File: config.mk
export PLATFORM = sky130hd
export DESIGN_NAME = pathOramTop
export DESIGN_NICKNAME = d
export VERILOG_FILES = /design/src/logic/oramPkg.sv /design/src/logic/dramScrambler.sv /design/src/logic/oramBackEnd.sv /design/src/logic/oramFrontEnd.sv /design/src/logic/oramStash.sv /design/src/logic/pathOramTop.sv
export SDC_FILE = /design/constraint.sdc
export NUM_CORES = 2
export LEC_CHECK = 0
export BUFFER_PORTS_ARGS = -buffer_cell sky130_fd_sc_hd__buf_2
export CAP_MARGIN = 40
export CORE_ASPECT_RATIO = 0.75
export CORE_MARGIN = 4
export CORE_UTILIZATION = 45
export DETAILED_ROUTE_END_ITERATION = 10
export PLACE_DENSITY = 0.73
export SYNTH_ARGS = -nofsm -noshare
export SYNTH_HDL_FRONTEND = slang
export SYNTH_SLANG_ARGS = --single-unit
export TNS_END_PERCENT = 20
File: constraint.sdc
create_clock -name Clock -period 5.1 [get_ports Clock]
set_input_delay 0.51 -clock Clock [delete_from_list [all_inputs] [get_ports Clock]]
set_output_delay 0.51 -clock Clock [all_outputs]
set_load 0.1 [all_outputs]
File: src/logic/oramPkg.sv
/*
 * Path ORAM shared definitions: tree geometry, opcodes and the
 * command, block and DRAM request formats
 */
package oramPkg;

	// ------------------------------------------------------------
	// Geometry
	// ------------------------------------------------------------
	localparam int NumAddr = 16;
	localparam int AddrWidth = 4;
	localparam int TreeLevels = 4;
	localparam int LeafWidth = 3;
	localparam int NumLeaves = 8;
	localparam int SlotsPerBucket = 2;
	localparam int NumBuckets = 15;
	// One DRAM word per slot, heap-ordered buckets
	localparam int DramAddrWidth = $clog2(NumBuckets * SlotsPerBucket);
	localparam int DataWidth = 32;
	localparam int StashSize = 16;
	localparam logic [DataWidth-1:0] DramKey = 32'h5A3C_96E1;

	// ------------------------------------------------------------
	// Opcodes and transfer formats
	// ------------------------------------------------------------
	typedef enum logic {OpRead, OpWrite} oramOp_e;
	typedef enum logic {DramRead, DramWrite} dramOp_e;

	typedef struct packed {
		oramOp_e op;
		logic [AddrWidth-1:0] addr;
		logic [DataWidth-1:0] data;
	} oramCmd_t;

	typedef struct packed {
		oramOp_e op;
		logic [AddrWidth-1:0] addr;
		logic [LeafWidth-1:0] oldLeaf;
		logic [LeafWidth-1:0] newLeaf;
		logic [DataWidth-1:0] data;
	} beCmd_t;

	// 40 bits, one DRAM word or one stash entry
	typedef struct packed {
		logic valid;
		logic [AddrWidth-1:0] addr;
		logic [LeafWidth-1:0] leaf;
		logic [DataWidth-1:0] data;
	} block_t;

	typedef struct packed {
		dramOp_e op;
		logic [DramAddrWidth-1:0] dramAddr;
		block_t wdata;
	} dramReq_t;

endpackage

File: src/logic/dramScrambler.sv
`timescale 1ns/1ps

/*
 * DRAM scrambler: XORs block data with an address-keyed pad on
 * writes and strips it from returning read data
 */
module dramScrambler import oramPkg::*; (
	input  logic     Clock,
	input  logic     rst,
	input  dramReq_t Req,
	input  logic     ReqValid,
	output logic     ReqReady,
	output block_t   RdData,
	output logic     RdValid,
	output dramReq_t DramReq,
	output logic     DramReqValid,
	input  logic     DramReqReady,
	input  block_t   DramRdData,
	input  logic     DramRdValid
);

	typedef logic [$clog2(TreeLevels*SlotsPerBucket)-1:0] ptr_t;

	// One full path of reads can be outstanding
	logic [DramAddrWidth-1:0] rdAddrFifo [TreeLevels*SlotsPerBucket];
	ptr_t wrPtr;
	ptr_t rdPtr;
	logic [$clog2(TreeLevels*SlotsPerBucket):0] count;
	logic full;
	logic push;

	// Key XOR the word address repeated across the data width
	function automatic logic [DataWidth-1:0] pad(input logic [DramAddrWidth-1:0] a);
		return DramKey ^ DataWidth'({((DataWidth + DramAddrWidth - 1) / DramAddrWidth){a}});
	endfunction

	// ------------------------------------------------------------
	// Request path, combinational
	// ------------------------------------------------------------
	always_comb begin
		DramReq = Req;
		if (Req.op == DramWrite) DramReq.wdata.data = Req.wdata.data ^ pad(Req.dramAddr);
	end

	assign full = count == (TreeLevels * SlotsPerBucket);
	assign DramReqValid = ReqValid && !full;
	assign ReqReady = DramReqReady && !full;
	assign push = DramReqValid && DramReqReady && Req.op == DramRead;

	// ------------------------------------------------------------
	// Read address FIFO and read return
	// ------------------------------------------------------------
	always_ff @(posedge Clock) begin
		if (rst) begin
			wrPtr <= '0;
			rdPtr <= '0;
			count <= '0;
			RdValid <= 1'b0;
		end else begin
			RdValid <= DramRdValid;
			if (push) wrPtr <= wrPtr + 1'b1;
			if (DramRdValid) rdPtr <= rdPtr + 1'b1;
			case ({push, DramRdValid})
				2'b10: count <= count + 1'b1;
				2'b01: count <= count - 1'b1;
				default: count <= count;
			endcase
		end
	end

	always_ff @(posedge Clock) begin
		if (push) rdAddrFifo[wrPtr] <= Req.dramAddr;
		if (DramRdValid) begin
			RdData.valid <= DramRdData.valid;
			RdData.addr <= DramRdData.addr;
			RdData.leaf <= DramRdData.leaf;
			RdData.data <= DramRdData.data ^ pad(rdAddrFifo[rdPtr]);
		end
	end

endmodule

File: src/logic/oramBackEnd.sv
`timescale 1ns/1ps

/*
 * Path ORAM back end: reads one tree path into the stash, serves
 * the block, then writes the path back leaf first
 */
module oramBackEnd import oramPkg::*; (
	input  logic                 Clock,
	input  logic                 rst,
	input  beCmd_t               BeCmd,
	input  logic                 BeCmdValid,
	output logic                 BeCmdReady,
	output logic [DataWidth-1:0] Resp,
	output logic                 RespValid,
	input  logic                 RespReady,
	output dramReq_t             Req,
	output logic                 ReqValid,
	input  logic                 ReqReady,
	input  block_t               RdData,
	input  logic                 RdValid
);

	typedef enum logic [2:0] {Idle, ReadPath, Serve, WritePath, Reply} beState_e;
	typedef logic [$clog2(TreeLevels)-1:0] level_t;

	beState_e state;
	beCmd_t cmd;
	logic [$clog2(TreeLevels*SlotsPerBucket)-1:0] reqCnt;
	logic [$clog2(TreeLevels*SlotsPerBucket)-1:0] rspCnt;
	logic reqsDone;
	logic reqFire;
	level_t level;
	logic insert;
	logic update;
	logic evict;
	logic hit;
	logic evictValid;
	block_t insertBlock;
	block_t servedBlock;
	block_t evictBlock;
	logic [DataWidth-1:0] hitData;
	logic [DataWidth-1:0] oldData;

	// Heap order, so level k starts at bucket 2^k - 1
	function automatic logic [DramAddrWidth-1:0] slotAddr(
		input logic [LeafWidth-1:0] leaf,
		input level_t lvl,
		input logic slot
	);
		logic [DramAddrWidth-2:0] bucket;
		bucket = ((DramAddrWidth-1)'(1) << lvl) - (DramAddrWidth-1)'(1)
			+ (DramAddrWidth-1)'(leaf >> (LeafWidth - lvl));
		return {bucket, slot};
	endfunction

	// ------------------------------------------------------------
	// DRAM requests
	// ------------------------------------------------------------
	// Root to leaf on reads, leaf to root on writes
	assign level = (state == WritePath) ? level_t'(TreeLevels - 1) - reqCnt[2:1] : reqCnt[2:1];

	always_comb begin
		Req.op = (state == WritePath) ? DramWrite : DramRead;
		Req.dramAddr = slotAddr(cmd.oldLeaf, level, reqCnt[0]);
		Req.wdata = '0;
		if (state == WritePath && evictValid) Req.wdata = evictBlock;
	end

	assign ReqValid = (state == ReadPath && !reqsDone) || state == WritePath;
	assign reqFire = ReqValid && ReqReady;

	// ------------------------------------------------------------
	// Stash control
	// ------------------------------------------------------------
	assign oldData = hit ? hitData : '0;

	always_comb begin
		servedBlock.valid = 1'b1;
		servedBlock.addr = cmd.addr;
		servedBlock.leaf = cmd.newLeaf;
		servedBlock.data = (cmd.op == OpWrite) ? cmd.data : oldData;
	end

	assign insert = (state == ReadPath && RdValid && RdData.valid) || (state == Serve && !hit);
	assign update = (state == Serve) && hit;
	assign insertBlock = (state == Serve) ? servedBlock : RdData;
	assign evict = (state == WritePath) && reqFire && evictValid;

	oramStash u_stash (
		.Clock(Clock),
		.rst(rst),
		.Insert(insert),
		.InsertBlock(insertBlock),
		.LookupAddr(cmd.addr),
		.Hit(hit),
		.HitData(hitData),
		.Update(update),
		.UpdateData(servedBlock),
		.EvictLevel(level),
		.EvictLeaf(cmd.oldLeaf),
		.EvictValid(evictValid),
		.EvictBlock(evictBlock),
		.Evict(evict)
	);

	// ------------------------------------------------------------
	// Path FSM, counters wrap back to zero after each pass
	// ------------------------------------------------------------
	always_ff @(posedge Clock) begin
		if (rst) begin
			state <= Idle;
			reqCnt <= '0;
			rspCnt <= '0;
			reqsDone <= 1'b0;
		end else begin
			if (reqFire) reqCnt <= reqCnt + 1'b1;
			case (state)
				Idle: if (BeCmdValid) begin
					state <= ReadPath;
					reqsDone <= 1'b0;
				end
				ReadPath: begin
					if (reqFire && &reqCnt) reqsDone <= 1'b1;
					if (RdValid) begin
						rspCnt <= rspCnt + 1'b1;
						if (&rspCnt) state <= Serve;
					end
				end
				Serve: state <= WritePath;
				WritePath: if (reqFire && &reqCnt) state <= Reply;
				Reply: if (RespReady) state <= Idle;
				default: state <= Idle;
			endcase
		end
	end

	always_ff @(posedge Clock) begin
		if (state == Idle && BeCmdValid) cmd <= BeCmd;
		if (state == Serve) Resp <= oldData;
	end

	assign BeCmdReady = state == Idle;
	assign RespValid = state == Reply;

endmodule

File: src/logic/oramFrontEnd.sv
`timescale 1ns/1ps

/*
 * Path ORAM front end: position map lookup, random leaf remap and
 * sequencing of network commands into back-end accesses
 */
module oramFrontEnd import oramPkg::*; (
	input  logic                 Clock,
	input  logic                 rst,
	input  oramCmd_t             Cmd,
	input  logic                 CmdValid,
	output logic                 CmdReady,
	output logic [DataWidth-1:0] DataOut,
	output logic                 DataOutValid,
	input  logic                 DataOutReady,
	output beCmd_t               BeCmd,
	output logic                 BeCmdValid,
	input  logic                 BeCmdReady,
	input  logic [DataWidth-1:0] Resp,
	input  logic                 RespValid,
	output logic                 RespReady
);

	typedef enum logic [1:0] {Idle, Issue, Respond} feState_e;

	feState_e state;
	logic [LeafWidth-1:0] posMap [NumAddr];
	logic [15:0] lfsr;
	logic cmdFire;

	assign cmdFire = CmdValid && CmdReady;

	// Free-running Fibonacci LFSR, taps 16 14 13 11
	always_ff @(posedge Clock) begin
		if (rst) begin
			lfsr <= 16'hACE1;
		end else begin
			lfsr <= {lfsr[14:0], lfsr[15] ^ lfsr[13] ^ lfsr[12] ^ lfsr[10]};
		end
	end

	// ------------------------------------------------------------
	// Position map, remapped on every accepted command
	// ------------------------------------------------------------
	always_ff @(posedge Clock) begin
		if (rst) begin
			for (int i = 0; i < NumAddr; i++) begin
				posMap[i] <= LeafWidth'(i % NumLeaves);
			end
		end else if (cmdFire) begin
			posMap[Cmd.addr] <= lfsr[LeafWidth-1:0];
		end
	end

	// Old leaf comes from the map before the write lands
	always_ff @(posedge Clock) begin
		if (cmdFire) begin
			BeCmd.op <= Cmd.op;
			BeCmd.addr <= Cmd.addr;
			BeCmd.oldLeaf <= posMap[Cmd.addr];
			BeCmd.newLeaf <= lfsr[LeafWidth-1:0];
			BeCmd.data <= Cmd.data;
		end
	end

	// ------------------------------------------------------------
	// Sequencing
	// ------------------------------------------------------------
	always_ff @(posedge Clock) begin
		if (rst) begin
			state <= Idle;
		end else begin
			case (state)
				Idle: if (cmdFire) state <= Issue;
				Issue: if (BeCmdReady) state <= Respond;
				Respond: if (RespValid && DataOutReady) state <= Idle;
				default: state <= Idle;
			endcase
		end
	end

	assign CmdReady = state == Idle;
	assign BeCmdValid = state == Issue;
	// Response flows straight out, back pressure goes straight back
	assign DataOut = Resp;
	assign DataOutValid = (state == Respond) && RespValid;
	assign RespReady = (state == Respond) && DataOutReady;

endmodule

File: src/logic/oramStash.sv
`timescale 1ns/1ps

/*
 * Path ORAM stash: block storage with insert, address lookup with
 * in-place update, and deepest-fit eviction search
 */
module oramStash import oramPkg::*; (
	input  logic                          Clock,
	input  logic                          rst,
	input  logic                          Insert,
	input  block_t                        InsertBlock,
	input  logic [AddrWidth-1:0]          LookupAddr,
	output logic                          Hit,
	output logic [DataWidth-1:0]          HitData,
	input  logic                          Update,
	input  block_t                        UpdateData,
	input  logic [$clog2(TreeLevels)-1:0] EvictLevel,
	input  logic [LeafWidth-1:0]          EvictLeaf,
	output logic                          EvictValid,
	output block_t                        EvictBlock,
	input  logic                          Evict
);

	typedef logic [$clog2(StashSize)-1:0] idx_t;

	block_t entries [StashSize];
	logic [StashSize-1:0] entryValid;
	idx_t freeIdx;
	idx_t hitIdx;
	idx_t evictIdx;

	// ------------------------------------------------------------
	// Search, lowest index wins
	// ------------------------------------------------------------
	always_comb begin
		freeIdx = '0;
		hitIdx = '0;
		evictIdx = '0;
		Hit = 1'b0;
		EvictValid = 1'b0;
		for (int i = StashSize - 1; i >= 0; i--) begin
			if (!entryValid[i]) freeIdx = idx_t'(i);
			if (entryValid[i] && entries[i].addr == LookupAddr) begin
				Hit = 1'b1;
				hitIdx = idx_t'(i);
			end
			// Leaves share a path down to EvictLevel if their top bits agree
			if (entryValid[i] &&
					((entries[i].leaf ^ EvictLeaf) >> (LeafWidth - EvictLevel)) == '0) begin
				EvictValid = 1'b1;
				evictIdx = idx_t'(i);
			end
		end
	end

	assign HitData = entries[hitIdx].data;
	assign EvictBlock = entries[evictIdx];

	always_ff @(posedge Clock) begin
		if (rst) begin
			entryValid <= '0;
		end else begin
			if (Insert) entryValid[freeIdx] <= 1'b1;
			if (Evict) entryValid[evictIdx] <= 1'b0;
		end
	end

	always_ff @(posedge Clock) begin
		if (Insert) entries[freeIdx] <= InsertBlock;
		if (Update) entries[hitIdx] <= UpdateData;
	end

endmodule

File: src/logic/pathOramTop.sv
`timescale 1ns/1ps

/*
 * Path ORAM top: front end, back end and DRAM scrambler
 */
module pathOramTop import oramPkg::*; (
	input  logic                 Clock,
	input  logic                 rst,
	input  oramCmd_t             Cmd,
	input  logic                 CmdValid,
	output logic                 CmdReady,
	output logic [DataWidth-1:0] DataOut,
	output logic                 DataOutValid,
	input  logic                 DataOutReady,
	output dramReq_t             DramReq,
	output logic                 DramReqValid,
	input  logic                 DramReqReady,
	input  block_t               DramRdData,
	input  logic                 DramRdValid
);

	// ------------------------------------------------------------
	// Internal channels
	// ------------------------------------------------------------
	beCmd_t beCmd;
	logic beCmdValid;
	logic beCmdReady;
	logic [DataWidth-1:0] resp;
	logic respValid;
	logic respReady;
	dramReq_t req;
	logic reqValid;
	logic reqReady;
	block_t rdData;
	logic rdValid;

	oramFrontEnd u_frontEnd (
		.Clock(Clock),
		.rst(rst),
		.Cmd(Cmd),
		.CmdValid(CmdValid),
		.CmdReady(CmdReady),
		.DataOut(DataOut),
		.DataOutValid(DataOutValid),
		.DataOutReady(DataOutReady),
		.BeCmd(beCmd),
		.BeCmdValid(beCmdValid),
		.BeCmdReady(beCmdReady),
		.Resp(resp),
		.RespValid(respValid),
		.RespReady(respReady)
	);

	oramBackEnd u_backEnd (
		.Clock(Clock),
		.rst(rst),
		.BeCmd(beCmd),
		.BeCmdValid(beCmdValid),
		.BeCmdReady(beCmdReady),
		.Resp(resp),
		.RespValid(respValid),
		.RespReady(respReady),
		.Req(req),
		.ReqValid(reqValid),
		.ReqReady(reqReady),
		.RdData(rdData),
		.RdValid(rdValid)
	);

	// Sits where block encryption would go
	dramScrambler u_scrambler (
		.Clock(Clock),
		.rst(rst),
		.Req(req),
		.ReqValid(reqValid),
		.ReqReady(reqReady),
		.RdData(rdData),
		.RdValid(rdValid),
		.DramReq(DramReq),
		.DramReqValid(DramReqValid),
		.DramReqReady(DramReqReady),
		.DramRdData(DramRdData),
		.DramRdValid(DramRdValid)
	);

endmodule

==> results.sh <==
export IMPL_drt_vias_per_instance=6.62
export IMPL_finalCriticalPeriod_ns=5.18
export IMPL_initial_antenna_violation_count=4
export IMPL_effective_utilization_at_floorplan=0.456
export IMPL_drv_max_cap_violation_count=0
export IMPL_place_gp_congestion=0.953
export IMPL_die_width_um=364
export IMPL_route_detailed_drc=0
export IMPL_required_ns=4.59
export IMPL_largest_driver_fanout_on_the_critical_path=14
export IMPL_totalPowerFinal_mw=16.6
export IMPL_grt_pass1_wl_mm=206
export IMPL_post_route_setup_slack_ns=-0.0755
export IMPL_clock_skew_final_ns=0.0401
export IMPL_layout_worst_path_cycle_share=1.01
export IMPL_place_ws_ns=-0.0355
export IMPL_share_of_synthesized_cell_area_in_full_adder_half_adder_and_majority_cells=0.00444
export IMPL_vias=31300
export IMPL_cp_buffers_inverters=4
export IMPL_via_count_of_the_first_global_routing_pass=29800
export IMPL_grtUsageTotal=0.282
export IMPL_postSynthRegisterBits=944
export IMPL_worst_setup_hold_path_clk_slew_ns=0.07
export IMPL_core_rowCount=97
export IMPL_detail_route_antenna_nets=0
export IMPL_synth_edff_count=886
export IMPL_power_density_cell_area_nw_per_um2=320
export IMPL_dp_hpwl_mm=90.4
export IMPL_max_clock_path_buffers=3
export IMPL_biggest_cell_delay_along_the_critical_path_ns=0.43
export IMPL_vdd_ir_drop_max_uv=321
export IMPL_static_power_due_to_leakage_nw=18.0
export IMPL_io_pins=164
export IMPL_wire_per_inst_um=31.2
export IMPL_critPathCaptureType="output pin"
export IMPL_detailedRoute_firstIterationViolations=5298
export IMPL_syn_instance_count=3091
export IMPL_crit_path_start_kind="register"
export IMPL_port_buffer_count=163
export IMPL_most_common_layout_cells="886 x edfxtp_1, 268 x mux2i_1, 249 x o22ai_1"
export IMPL_synthSimpleGateAreaFrac=0.0767
export IMPL_critPathTopFamily="simple AND/OR/NAND/NOR gates"
export IMPL_cp_cell_sequence="nand3b_4 -> mux2i_4 -> buf_12 -> buf_8 -> o21a_1 -> a22o_4 -> nand4bb_4 -> or3b_4 -> or3_4 -> bufbuf_16 -> o22ai_1 -> nor4_1 -> nand2_1 -> mux2_2 -> buf_12"
export IMPL_timing_slew_headroom=0.329
export IMPL_status="finished with violations"
export IMPL_synth_sequential_area_ratio=0.649
export IMPL_gr_total_overflow=0
export IMPL_fin_nets=3518
export IMPL_grt_max_degree=60
export IMPL_cp_arrival_ns=4.67
export IMPL_muxShareOfSynthArea=0.0997
export IMPL_synth_compound_area_share=0.112
export IMPL_slew_viol_final=0
export IMPL_grt_setup_unrepaired="true"
export IMPL_commonest_non_fill_non_tap_cell_in_the_layout="edfxtp_1"
export IMPL_dieHeight_um=275
export IMPL_synthFlopType="edfxtp_1"
export IMPL_synth_cell_type_count=83
export IMPL_syn_area_um2=42800
export IMPL_cpMaxStageDelayCell="or3b_4"
export IMPL_cts_tree="built"
export IMPL_crit_top_cell="buf_12"
export IMPL_clock_sink_count=944
export IMPL_fp_coreArea_um2=93800
export IMPL_async_reset_ff_frac=0
export IMPL_violations="setup timing"
export IMPL_cts_root_buffer="clkbuf_16"
export IMPL_core_occupancy_in_the_finished_layout=0.554
export IMPL_postRouteWirelength_mm=148
export IMPL_clock_insertion_delay_at_the_later_pin_of_the_skew_report_ns=0.69
export IMPL_cts_htree_levels=3
export IMPL_total_die_area_um2=100000
export IMPL_firstDrtPassIters=7
export IMPL_criticalPathCategory="register to output pin"
export IMPL_synth_xor_area_frac=0.0323
export IMPL_fmax_mhz=193
export IMPL_synth_top_family_by_area="compound AO/OA/AOI/OAI gates"
export IMPL_synth_avg_cell_area_um2=13.8
export IMPL_hold_viol=0
export IMPL_synth_warnings=0
export IMPL_worstMarginPinSlew_ns=0.998
export IMPL_synthToLayoutAreaGrowth_pct=21.4
export IMPL_final_layout_size_suffix_gt1_frac=0.226
export IMPL_syn_nets=3188
export IMPL_number_of_buffers_inserted_during_clock_tree_synthesis=92
export IMPL_worst_hold_path_type="primary input to register"
export IMPL_tns_ns=-0.426
export IMPL_setup_viol_count_final=12
[kinds of logic (layout without fill, tap and decap cells)]
group                      Yosys count  count (layout)
AOI/OAI and AO/OA                  700             700
and+or+nand+nor                    679             679
buffers and inverters              239             639
adders and majority gates           14              14
xor gates and xnor gates           158             158
muxes                              357             358
DFF                                944             944
other                                0               4
[registers in the layout (all words and copies together), names as in the netlist, 16 cells and up, named ones only]
register / count
u_frontEnd.BeCmd: 43
u_scrambler.RdData: 40
u_backEnd.u_stash.entryValid: 16
u_backEnd.u_stash.entries: 640
u_frontEnd.lfsr: 16
u_frontEnd.posMap: 48
u_backEnd.Resp: 32
u_backEnd.cmd: 43
u_scrambler.rdAddrFifo: 40
[per-layer routing]
| metal | wire length (µm) | share of wire | global-route usage |
|---|---|---|---|
| met5 | 27 | 0.00018 | 0 |
| met4 | 6920 | 0.047 | 0.111 |
| met2 | 59900 | 0.41 | 0.388 |
| met3 | 25900 | 0.18 | 0.117 |
| met1 | 55000 | 0.37 | 0.396 |
[layout make-up]
type,instances,area [µm²]
sequential,944,27800
fill,7245,41900
clock inverter,52,564
timing repair buffer,445,4660
tap,1237,1550
multi-input combinational,1909,14800
antenna,4,10.0
inverter,29,109
clock buffer,113,2430
[power breakdown]
part,internal (mW),switching (mW)
registers,8.76,0.0949
clock network,3.82,3.02
logic,0.292,0.623
total,12.9,3.74
[through the flow]
step                      instance area, µm²  instances  hold slack, ns
after floorplan                        42900       3091           0.389
after global placement                 46700       4465           0.392
after detailed placement               46800       4469           0.395
after CTS                              51100       4705        0.000613
after global routing                   51900       4730         0.00367
final                                  52000       4733          0.0296
[path summary, 6_finish.rpt]
kind | startpoint | endpoint | slack (ns) | depth (start not counted)
setup / recovery | u_backEnd.state[2]$_SDFFE_PP0P_ | DramReq[12] | -0.08 | 15
hold / removal | DramRdData[39] | u_scrambler.RdData[39]$_DFFE_PP_ | 0.03 | 1
setup reg to reg | u_backEnd.cmd[40]$_DFFE_PP_ | u_backEnd.u_stash.entries[6][29]$_DFFE_PP_ | 0.19 | 12
hold reg to reg | u_frontEnd.lfsr[9]$_SDFF_PP0_ | u_frontEnd.lfsr[10]$_SDFF_PP1_ | 0.41 | 1
[what timing repair did]
action                     CTS  global route
setup endpoints to repair   40            39
hold buffers                38             0
gates cloned                 8             7
resized for setup          109           108
buffers inserted            25            17
hold endpoints to repair    38             0
pin swaps                   19            33
[cells in the mapped netlist, drive strengths merged, types with 18 or more instances]
| master | count | area (µm²) |
|---|---|---|
| mux2i | 282 | 2840 |
| xor2 | 78 | 683 |
| nor4 | 29 | 196 |
| clkbuf | 89 | 334 |
| nand2b | 34 | 213 |
| mux4 | 52 | 1170 |
| o22ai | 256 | 1600 |
| o22a | 63 | 552 |
| or2 | 19 | 119 |
| a21o | 22 | 165 |
| a221oi | 18 | 158 |
| o221ai | 26 | 228 |
| nand3 | 49 | 250 |
| dfxtp | 58 | 1160 |
| a21oi | 53 | 269 |
| o21ai | 125 | 626 |
| nor2 | 186 | 701 |
| nor3 | 83 | 420 |
| nand4 | 21 | 131 |
| nand2 | 187 | 702 |
| buf | 121 | 693 |
| inv | 29 | 109 |
| edfxtp | 886 | 26600 |
| xnor2 | 80 | 701 |
| mux2 | 23 | 259 |
No activity file was read; power rests on OpenSTA's default activity.
